--- src/fifo_pkg.sv ---
////////////////////////////////////////////////////////////
// fifo geometry and status types
////////////////////////////////////////////////////////////

package fifo_pkg;

	// entries held by each fifo
	localparam int DEPTH = 16;

	// address bits needed to index DEPTH entries
	localparam int PTR_W = $clog2(DEPTH);

	// read and write address into the storage array
	typedef logic [PTR_W-1:0] ptr_t;

	// occupancy from 0 up to DEPTH inclusive, one bit wider than the pointer
	typedef logic [PTR_W:0] count_t;

	// quarter fill level
	// 0 for the lowest quarter, 3 for the top quarter or full
	typedef logic [1:0] level_t;

	// almost full is raised once this many entries are held
	// one slot left, enough for a single write already in flight
	localparam count_t AFULL_AT = count_t'(DEPTH - 1);

endpackage

--- src/stream_pkg.sv ---
////////////////////////////////////////////////////////////
// data types of the lane sum stream
////////////////////////////////////////////////////////////

package stream_pkg;

	// lanes packed into one ingress word
	localparam int LANES = 4;

	// bits per lane
	localparam int LANE_W = 32;

	// full ingress word width
	localparam int WORD_W = LANES * LANE_W;

	// one lane of an ingress word
	typedef logic [LANE_W-1:0] lane_t;

	// lane sum, carried modulo 2^32 so it keeps the lane width
	typedef logic [LANE_W-1:0] sum_t;

	// ingress word
	// lane 0 sits in the low bits
	typedef struct packed {
		lane_t [LANES-1:0] lane;
	} word_t;

endpackage

--- src/sync_ram.sv ---
////////////////////////////////////////////////////////////
// fifo storage with one write port and one read port
////////////////////////////////////////////////////////////

module sync_ram #(
	parameter int WIDTH = 32
) (
	input  logic               clk,
	input  logic               wr,
	input  fifo_pkg::ptr_t     waddr,
	input  logic [WIDTH-1:0]   wdata,
	input  fifo_pkg::ptr_t     raddr,
	output logic [WIDTH-1:0]   rdata
);

	// DEPTH words, no reset on the contents
	logic [WIDTH-1:0] mem [fifo_pkg::DEPTH];

	// write port
	always_ff @(posedge clk) begin
		if (wr) begin
			mem[waddr] <= wdata;
		end
	end

	// registered read port
	// reads every cycle, the fifo decides when the result counts
	// read and write never hit the same slot while the fifo is used legally
	always_ff @(posedge clk) begin
		rdata <= mem[raddr];
	end

endmodule

--- src/sc_fifo.sv ---
////////////////////////////////////////////////////////////
// single clock fifo with guard bit flags
////////////////////////////////////////////////////////////

module sc_fifo #(
	parameter int WIDTH = 32
) (
	input  logic               clk,
	input  logic               rst,
	input  logic               clr,
	input  logic               wr,
	input  logic [WIDTH-1:0]   wdata,
	input  logic               rd,
	output logic [WIDTH-1:0]   rdata,
	output logic               empty,
	output logic               full,
	output logic               almost_full,
	output fifo_pkg::level_t   level
);

	// pointers and their next values
	fifo_pkg::ptr_t wp;
	fifo_pkg::ptr_t rp;
	fifo_pkg::ptr_t wp_pl1;
	fifo_pkg::ptr_t rp_pl1;
	fifo_pkg::ptr_t wp_nx;
	fifo_pkg::ptr_t rp_nx;

	// guard bit, set when the write pointer catches up with the read pointer
	logic gb;
	logic gb_nx;

	// entry counter
	fifo_pkg::count_t cnt;
	fifo_pkg::count_t cnt_nx;

	// read side
	logic [WIDTH-1:0] ram_q;
	logic [WIDTH-1:0] hold;
	logic rd_q;

	////////////////////////////////////////////////////////////
	// storage
	////////////////////////////////////////////////////////////

	sync_ram #(
		.WIDTH (WIDTH)
	) i_sync_ram (
		.clk   (clk),
		.wr    (wr),
		.waddr (wp),
		.wdata (wdata),
		.raddr (rp),
		.rdata (ram_q)
	);

	////////////////////////////////////////////////////////////
	// next state of pointers, guard bit and counter
	////////////////////////////////////////////////////////////

	always_comb begin
		wp_pl1 = wp + fifo_pkg::ptr_t'(1);
		rp_pl1 = rp + fifo_pkg::ptr_t'(1);
		wp_nx = wr ? wp_pl1 : wp;
		rp_nx = rd ? rp_pl1 : rp;

		// guard bit tells full from empty when the pointers meet
		gb_nx = gb;
		if (wr && !rd && (wp_pl1 == rp)) begin
			gb_nx = 1'b1;
		end else if (rd && !wr) begin
			gb_nx = 1'b0;
		end

		// write and read together leave the count unchanged
		cnt_nx = cnt;
		if (wr && !rd) begin
			cnt_nx = cnt + fifo_pkg::count_t'(1);
		end else if (rd && !wr) begin
			cnt_nx = cnt - fifo_pkg::count_t'(1);
		end
	end

	////////////////////////////////////////////////////////////
	// control registers and registered flags
	////////////////////////////////////////////////////////////

	// flags come from the next pointer state so they are exact every cycle
	always_ff @(posedge clk) begin
		if (!rst || clr) begin
			wp <= '0;
			rp <= '0;
			gb <= 1'b0;
			cnt <= '0;
			empty <= 1'b1;
			full <= 1'b0;
			almost_full <= 1'b0;
			rd_q <= 1'b0;
		end else begin
			wp <= wp_nx;
			rp <= rp_nx;
			gb <= gb_nx;
			cnt <= cnt_nx;
			empty <= (wp_nx == rp_nx) && !gb_nx;
			full <= (wp_nx == rp_nx) && gb_nx;
			almost_full <= (cnt_nx >= fifo_pkg::AFULL_AT);
			rd_q <= rd;
		end
	end

	////////////////////////////////////////////////////////////
	// read data and fill level
	////////////////////////////////////////////////////////////

	// keep the last popped word until the next pop
	always_ff @(posedge clk) begin
		if (rd_q) begin
			hold <= ram_q;
		end
	end

	// fresh ram data right after a pop, held copy otherwise
	assign rdata = rd_q ? ram_q : hold;

	// quarter level from the counter top bits
	// a full fifo sets the top count bit and reads 3
	assign level = {2{cnt[fifo_pkg::PTR_W]}} | cnt[fifo_pkg::PTR_W-1 -: 2];

endmodule

--- src/lane_reducer.sv ---
////////////////////////////////////////////////////////////
// ingress to egress mover with lane sum
////////////////////////////////////////////////////////////

module lane_reducer (
	input  logic                clk,
	input  logic                rst,
	input  logic                clr,
	input  logic                in_empty,
	output logic                in_rd,
	input  stream_pkg::word_t   in_word,
	input  logic                out_full,
	input  logic                out_almost_full,
	output logic                out_wr,
	output stream_pkg::sum_t    out_sum
);

	// one word popped last cycle, its sum is written this cycle
	logic busy;

	////////////////////////////////////////////////////////////
	// pop decision
	////////////////////////////////////////////////////////////

	// egress must have room for the new item and any item in flight
	// idle needs one free slot, busy needs two
	always_comb begin
		in_rd = 1'b0;
		if (!clr && !in_empty) begin
			if (busy) begin
				in_rd = !out_almost_full;
			end else begin
				in_rd = !out_full;
			end
		end
	end

	// in flight slot
	// clr drops the item, the egress ignores the write in that cycle
	always_ff @(posedge clk) begin
		if (!rst || clr) begin
			busy <= 1'b0;
		end else begin
			busy <= in_rd;
		end
	end

	////////////////////////////////////////////////////////////
	// lane sum
	////////////////////////////////////////////////////////////

	// ingress read data is valid the cycle after the pop
	// so the sum goes out in the same cycle the item is in flight
	always_comb begin
		out_sum = '0;
		for (int i = 0; i < stream_pkg::LANES; i++) begin
			// carries past bit 31 drop out, sum is modulo 2^32
			out_sum = out_sum + in_word.lane[i];
		end
	end

	// write strobe follows the in flight slot
	assign out_wr = busy;

endmodule

--- src/lane_sum_top.sv ---
////////////////////////////////////////////////////////////
// lane sum stream top level
////////////////////////////////////////////////////////////

module lane_sum_top (
	input  logic                clk,
	input  logic                rst,
	input  logic                clr,
	input  logic                in_push,
	input  stream_pkg::word_t   in_data,
	output logic                in_full,
	input  logic                out_pop,
	output stream_pkg::sum_t    out_data,
	output logic                out_empty,
	output fifo_pkg::level_t    out_level
);

	// ingress side between fifo and reducer
	logic ing_rd;
	logic ing_empty;
	stream_pkg::word_t ing_word;

	// egress side between reducer and fifo
	logic egr_wr;
	stream_pkg::sum_t egr_sum;
	logic egr_full;
	logic egr_afull;

	// host words in, 128 bits wide
	// host pushes only while in_full is low
	sc_fifo #(
		.WIDTH (stream_pkg::WORD_W)
	) i_ingress_fifo (
		.clk         (clk),
		.rst         (rst),
		.clr         (clr),
		.wr          (in_push),
		.wdata       (in_data),
		.rd          (ing_rd),
		.rdata       (ing_word),
		.empty       (ing_empty),
		.full        (in_full),
		.almost_full (),
		.level       ()
	);

	// pops words and writes their sums one cycle later
	lane_reducer i_lane_reducer (
		.clk             (clk),
		.rst             (rst),
		.clr             (clr),
		.in_empty        (ing_empty),
		.in_rd           (ing_rd),
		.in_word         (ing_word),
		.out_full        (egr_full),
		.out_almost_full (egr_afull),
		.out_wr          (egr_wr),
		.out_sum         (egr_sum)
	);

	// sums out, 32 bits wide
	sc_fifo #(
		.WIDTH (stream_pkg::LANE_W)
	) i_egress_fifo (
		.clk         (clk),
		.rst         (rst),
		.clr         (clr),
		.wr          (egr_wr),
		.wdata       (egr_sum),
		.rd          (out_pop),
		.rdata       (out_data),
		.empty       (out_empty),
		.full        (egr_full),
		.almost_full (egr_afull),
		.level       (out_level)
	);

endmodule

--- config.mk ---
export PLATFORM = sky130hd
export DESIGN_NAME = lane_sum_top
export DESIGN_NICKNAME = d
export VERILOG_FILES = /design/src/fifo_pkg.sv /design/src/stream_pkg.sv /design/src/sync_ram.sv /design/src/sc_fifo.sv /design/src/lane_reducer.sv /design/src/lane_sum_top.sv
export SDC_FILE = /design/constraint.sdc
export NUM_CORES = 2
export LEC_CHECK = 0
export BUFFER_PORTS_ARGS = -buffer_cell sky130_fd_sc_hd__buf_2
export CORE_UTILIZATION = 40
export CTS_CLUSTER_SIZE = 12
export DETAILED_ROUTE_END_ITERATION = 10
export GPL_TIMING_DRIVEN = 0
export PLACE_DENSITY = 0.52
export SYNTH_ARGS = -nofsm -noshare
export SYNTH_HDL_FRONTEND = slang
export SYNTH_SLANG_ARGS = --single-unit
--- constraint.sdc ---
create_clock -name clk -period 5.7 [get_ports clk]
set_input_delay 0.57 -clock clk [delete_from_list [all_inputs] [get_ports clk]]
set_output_delay 0.57 -clock clk [all_outputs]
set_load 0.05 [all_outputs]
* After elaboration in Yosys (flattened, before gate mapping)
Memory sizes are Yosys's and may differ from the RTL's. A register that Yosys moved wholly into a read port is not among the register bits.
Index checks and enable logic that the tools add are counted.
** Storage, ports and cells
- Register bits :: 190
- Latch bits :: 0
- Memory bits (writable) :: 2560
- Bits in read-only memories :: 0
- Output and inout port bits :: 36
- Memories :: 2
** Cells by class
- Add/sub/neg operators :: 9
- $mul :: 0
- Div/mod/pow operators :: 0
- Magnitude comparators :: 1
- Eq/ne operators :: 4
- Shift-type cells :: 0
- Multiplexer cells :: 18
- Bitwise operators :: 1
- Reductions and logical operators :: 23
** Memories
- i_ingress_fifo.i_sync_ram.mem :: depth 16, bits a word 128, read ports 1, clocked after memory_dff 1, write ports 1, RTL line sync_ram.sv:17 : logic [WIDTH-1:0] mem [fifo_pkg::DEPTH];
- i_egress_fifo.i_sync_ram.mem :: depth 16, bits a word 32, read ports 1, clocked after memory_dff 1, write ports 1, RTL line sync_ram.sv:17
** Operators with widths (count)
- $mux W128 :: 1
- $add A32 B32 Y32 :: 3
- $mux W32 :: 1
- $add A4 B1 Y4 const B :: 4
- $eq A4 B4 Y1 :: 4
- $mux W4 :: 4
- $logic_and A1 B1 Y1 :: 11
- $logic_not A1 Y1 :: 11
- $mux W1 :: 10
- $mux W5 :: 2
- $add A5 B1 Y5 const B :: 1
- $ge A5 B4 Y1 const B :: 1
- $sub A5 B1 Y5 const B :: 1
- $or A2 B2 Y2 :: 1
- $logic_or A1 B1 Y1 :: 1

* Longest topological paths before layout
- Depth in word-level cells :: 9
- Mapped depth :: 18

* Cells and area by module
Synthesis repeated with hierarchy kept, for this count alone.
** Unflattened totals
- Cells, all modules :: 5197
- Area, all modules :: 109899.2 µm²
** Modules (own cells, without submodules)
- sync_ram at i_ingress_fifo.i_sync_ram :: instances 1, cells an instance 3357, area each 79444.9 µm², sequential area each 64061.4 µm²
- sync_ram at i_egress_fifo.i_sync_ram :: instances 1, cells an instance 838, area each 19835.3 µm², sequential area each 16015.4 µm²
- sc_fifo at i_ingress_fifo :: instances 1, cells an instance 378, area each 5114.9 µm², sequential area each 2922.8 µm²
- lane_reducer :: instances 1, cells an instance 448, area each 3442.1 µm², sequential area each 20.0 µm²
- sc_fifo at i_egress_fifo :: instances 1, cells an instance 176, area each 2062.0 µm², sequential area each 1001.0 µm²

* Worst setup path after synthesis
Ideal clock, no wire load.
- Kind :: register to register
- Start :: reg, netlist name i_lane_reducer.out_wr
- End :: mem i_egress_fifo.i_sync_ram.mem[0][31], data pin
- Setup time :: 0.297 ns
- Data arrival time :: 4.819 ns
- Data required time :: 5.403 ns
- Setup slack :: 0.584 ns
- Cell stages (with the launch flop) :: 18
- Clock period less this slack :: 5.116 ns
- Cells stage by stage :: dfxtp_1 > buf_4 > buf_2 > buf_1 > mux2i_1 > fa_1 > fa_1 > inv_1 > ha_1 > fa_1 > a21oi_1 > nor2b_1 > a31oi_2 > a211oi_2 > a221o_1 > a31oi_1 > o21ai_0 > xnor2_1
** RTL lines (RTL line)
- end, declared :: sync_ram.sv:17

==> results.sh <==
export IMPL_layout_drive_gt1_share_pct=30.0
export IMPL_end_kind="flop"
export IMPL_synth_cell_types=51
export IMPL_antenna_found_initial=63
export IMPL_status="completed"
export IMPL_setup_violations_final=0
export IMPL_clk_pin_slew_worst_paths_ns=0.06
export IMPL_finalCritPeriodShare_pct=95.6
export IMPL_drc=0
export IMPL_max_freq_mhz=184
export IMPL_start_util_pct=40.3
export IMPL_reg2reg_depth=18
export IMPL_rsz0062_at_grt="true"
export IMPL_startpoint="i_lane_reducer.out_wr$_SDFF_PP0_"
export IMPL_synth_warnings=0
export IMPL_start_kind="flop"
export IMPL_dpl_cell_count=8549
export IMPL_die_area_mm2=0.275
export IMPL_grt_pass1_wl_mm=400
export IMPL_cp_num_buf_inv=6
export IMPL_crit_family="compound AO/OA/AOI/OAI gates"
export IMPL_vias=50500
export IMPL_fin_cells=9254
export IMPL_fin_crit_ns=5.45
export IMPL_areaGrowthSynthToFinish_pct=17.6
export IMPL_clk_latency_ns=0.92
export IMPL_maxCapViolCount=0
export IMPL_cts_root_buf="clkbuf_16"
export IMPL_hold_violations=0
export IMPL_leakagePower_nw=40.9
export IMPL_die_w_um=524
export IMPL_wl_per_cell_um=30.9
export IMPL_finalClockSkew_ns=0.0770
export IMPL_path_depth=18
export IMPL_ir_drop_v=0.00144
export IMPL_cp_endpoint="i_egress_fifo.i_sync_ram.mem[8][23]$_DFFE_PP_"
export IMPL_ys_seq_area_share_pct=76.8
export IMPL_arrival_ns=6.07
export IMPL_crit_slowest_cell="fa_1"
export IMPL_rows=191
export IMPL_die_y_um=524
export IMPL_first_pass_iters=5
export IMPL_total_power_mw=66.7
export IMPL_clock_sinks=2910
export IMPL_worst_path_max_fanout=16
export IMPL_drt_wl_total_mm=286
export IMPL_ant_nets=0
export IMPL_slew_headroom_pct=4.77
export IMPL_dpl_instance_area_mm2=0.117
export IMPL_syn_nets=4962
export IMPL_io_pins=169
export IMPL_post_route_util_pct=47.3
export IMPL_hold_class="in2reg"
export IMPL_via_per_inst=5.45
export IMPL_grt_usage_pct=20.9
export IMPL_dp_hpwl_mm=176
export IMPL_overflow=0
export IMPL_crit_chain="buf_4, buf_2, clkbuf_4, buf_4, mux2i_1, fa_1, fa_1, inv_1, ha_1, a21oi_1, nand2_1, a31oi_4, a211oi_4, a221o_1, a21oi_2, o21ai_1, xor2_4, buf_12"
export IMPL_rr_endpoint="i_egress_fifo.i_sync_ram.mem[8][23]$_DFFE_PP_"
export IMPL_grt_max_degree=42
export IMPL_coreArea_mm2=0.271
export IMPL_io_buffer_count=166
export IMPL_yosys_register_bits=2910
export IMPL_grt_pass1_vias=52100
export IMPL_nets=5642
export IMPL_powerDensity_mw_per_mm2=520
export IMPL_drt_iter0_drc=4876
export IMPL_cts_tree="built"
export IMPL_synth_avg_cell_area_um2=23.1
export IMPL_tightest_slew_ns=1.43
export IMPL_r2r_start="i_lane_reducer.out_wr$_SDFF_PP0_"
export IMPL_async_flop_share_pct=0
export IMPL_slew_viol_final=0
export IMPL_synthFlopType="edfxtp_1"
export IMPL_worstHoldPathCells=1
export IMPL_holdWs_ns=0.0561
export IMPL_path_class="reg2reg"
export IMPL_slowest_delay_ns=0.51
export IMPL_ff2ff_setup_slack_ns=0.25
export IMPL_numCtsBuffers=317
export IMPL_htree_levels=5
export IMPL_globalplace_congestion=0.789
export IMPL_synth_cells=4724
export IMPL_synth_edf_count=2560
export IMPL_critPathRequiredTime_ns=6.32
export IMPL_syn_area_mm2=0.109
export IMPL_stdcell_area_mm2=0.128
export IMPL_clockBufferDepth=4
[worst register-to-register path: stages (launching register included)]
cell and delay [ns]:
dfxtp_1 0.30, buf_4 0.16, buf_2 0.27, clkbuf_4 0.29, buf_4 0.27, mux2i_1 0.41
fa_1 0.51, fa_1 0.49, inv_1 0.04, ha_1 0.38, a21oi_1 0.19, nand2_1 0.11
a31oi_4 0.29, a211oi_4 0.15, a221o_1 0.42, a21oi_2 0.28, o21ai_1 0.20, xor2_4 0.23
buf_12 0.18
[cell type report]
cell class	instances	area (um2)
diodes	15	37.5
plain buffers	214	947
clock buffers	467	8850
inverters	187	702
well taps	3570	4470
flip-flops and latches	2910	83900
multi-input cells	1413	24100
repair buffers	361	4090
clock inverters	117	1210
fillers	22400	143000
[layer usage]
layer	track usage [%]	routed length (um)	part of all wire, %
met1	28.6	122000	42
met2	35.1	142000	50
met3	3.13	15500	5.4
met4	5.14	6680	2.3
met5	0	276	0.096
[Yosys cell counts (all sizes together) (2+ instances only)]
master	count	area share (%)
dfxtp	350	6.4
fa	62	1.1
nand4	11	0.063
o21a	3	0.021
a21o	22	0.15
o41ai	2	0.016
o211ai	5	0.034
inv	187	0.64
a31o	2	0.016
mux4	800	17
nand3	9	0.041
a21boi	2	0.014
o21bai	3	0.021
mux2i	118	1.1
nor4b	2	0.016
nor2	55	0.19
and3	6	0.034
nand2	32	0.11
clkbuf	85	0.29
a31oi	4	0.029
nor3b	2	0.014
and2	20	0.11
nand2b	10	0.057
ha	43	0.49
a211oi	7	0.057
or2	3	0.017
nor2b	7	0.040
nor3	8	0.037
o21ai	16	0.073
mux2	48	0.50
xor2	26	0.21
a21oi	37	0.17
buf	129	0.55
xnor2	37	0.30
edfxtp	2560	70
a211o	2	0.016
[state kept, by name, summed over array words and instances, names as in the netlist]
name,flops
i_egress_fifo.almost_full,1
i_egress_fifo.cnt,5
i_egress_fifo.empty,1
i_egress_fifo.full,1
i_egress_fifo.gb,1
i_egress_fifo.hold,32
i_egress_fifo.i_sync_ram.mem,512
i_egress_fifo.i_sync_ram.rdata,32
i_egress_fifo.rd_q,1
i_egress_fifo.rp,4
i_egress_fifo.wp,4
i_ingress_fifo.empty,1
i_ingress_fifo.full,1
i_ingress_fifo.gb,1
i_ingress_fifo.hold,128
i_ingress_fifo.i_sync_ram.mem,2048
i_ingress_fifo.i_sync_ram.rdata,128
i_ingress_fifo.rp,4
i_ingress_fifo.wp,4
i_lane_reducer.out_wr,1
[where the power goes]
| group | switching (mW) | internal, mW | leakage (nW) |
|---|---|---|---|
| Sequential | 0.258 | 29.9 | 26.0 |
| Combinational | 11.7 | 5.07 | 10.0 |
| Clock | 8.44 | 11.3 | 4.87 |
| Total | 20.4 | 46.3 | 40.9 |
[layout by cell type, fill, tap and decap left out, types with 43 or more instances in the layout]
master	count
fa_1	62
clkbuf_1	194
inv_1	187
dfxtp_1	350
edfxtp_1	2560
mux2_2	48
dlygate4sd3_1	100
buf_2	248
mux4_2	800
ha_1	43
clkbuf_16	319
buf_16	61
mux2i_1	116
clkinv_1	43
[worst min path at each step]
stage | start | to | slack [ns]
final | in_data[116] | i_ingress_fifo.i_sync_ram.mem[0][116]$_DFFE_PP_ | 0.06
after global routing | in_data[15] | i_ingress_fifo.i_sync_ram.mem[5][15]$_DFFE_PP_ | 0.04
after CTS | in_data[15] | i_ingress_fifo.i_sync_ram.mem[10][15]$_DFFE_PP_ | 0.0005
after detailed placement | i_egress_fifo.hold[17]$_DFF_P_ | i_egress_fifo.hold[17]$_DFF_P_ | 0.46
after global placement | i_egress_fifo.i_sync_ram.rdata[20]$_DFF_P_ | i_egress_fifo.hold[20]$_DFF_P_ | 0.45
after floorplan | i_ingress_fifo.hold[66]$_DFF_P_ | i_ingress_fifo.hold[66]$_DFF_P_ | 0.44
[cell families (layout without fill, tap and decap cells)]
group / after synthesis / count (layout) / share of synthesized area [%]
fa+ha+maj: 105 / 105 / 1.63
xor+xnor: 64 / 64 / 0.526
compound gates: 111 / 111 / 0.682
buf+inv: 401 / 1346 / 1.48
mux: 966 / 966 / 18.1
other cells: 0 / 15 / 0
simple gates: 167 / 167 / 0.749
flops: 2910 / 2910 / 76.8
[through the flow]
step / setup TNS (ns) / setup slack, ns
after floorplan: 0 / 0.584
after global placement: -8142.48 / -4.02
after detailed placement: -141.58 / -0.994
after CTS: -0.355 / -0.0250
after global routing: -0.0568 / -0.0104
final: 0 / 0.251
[repair_timing]
action                                 in CTS  in global routing
endpoints found under the hold margin    1319                  0
setup endpoints to repair                 304                256
buffers inserted                            3                  3
hold buffers                              100                  0
pin swaps                                   4                  3
gates resized for setup                    23                 17
No activity file was read; power rests on OpenSTA's default activity.
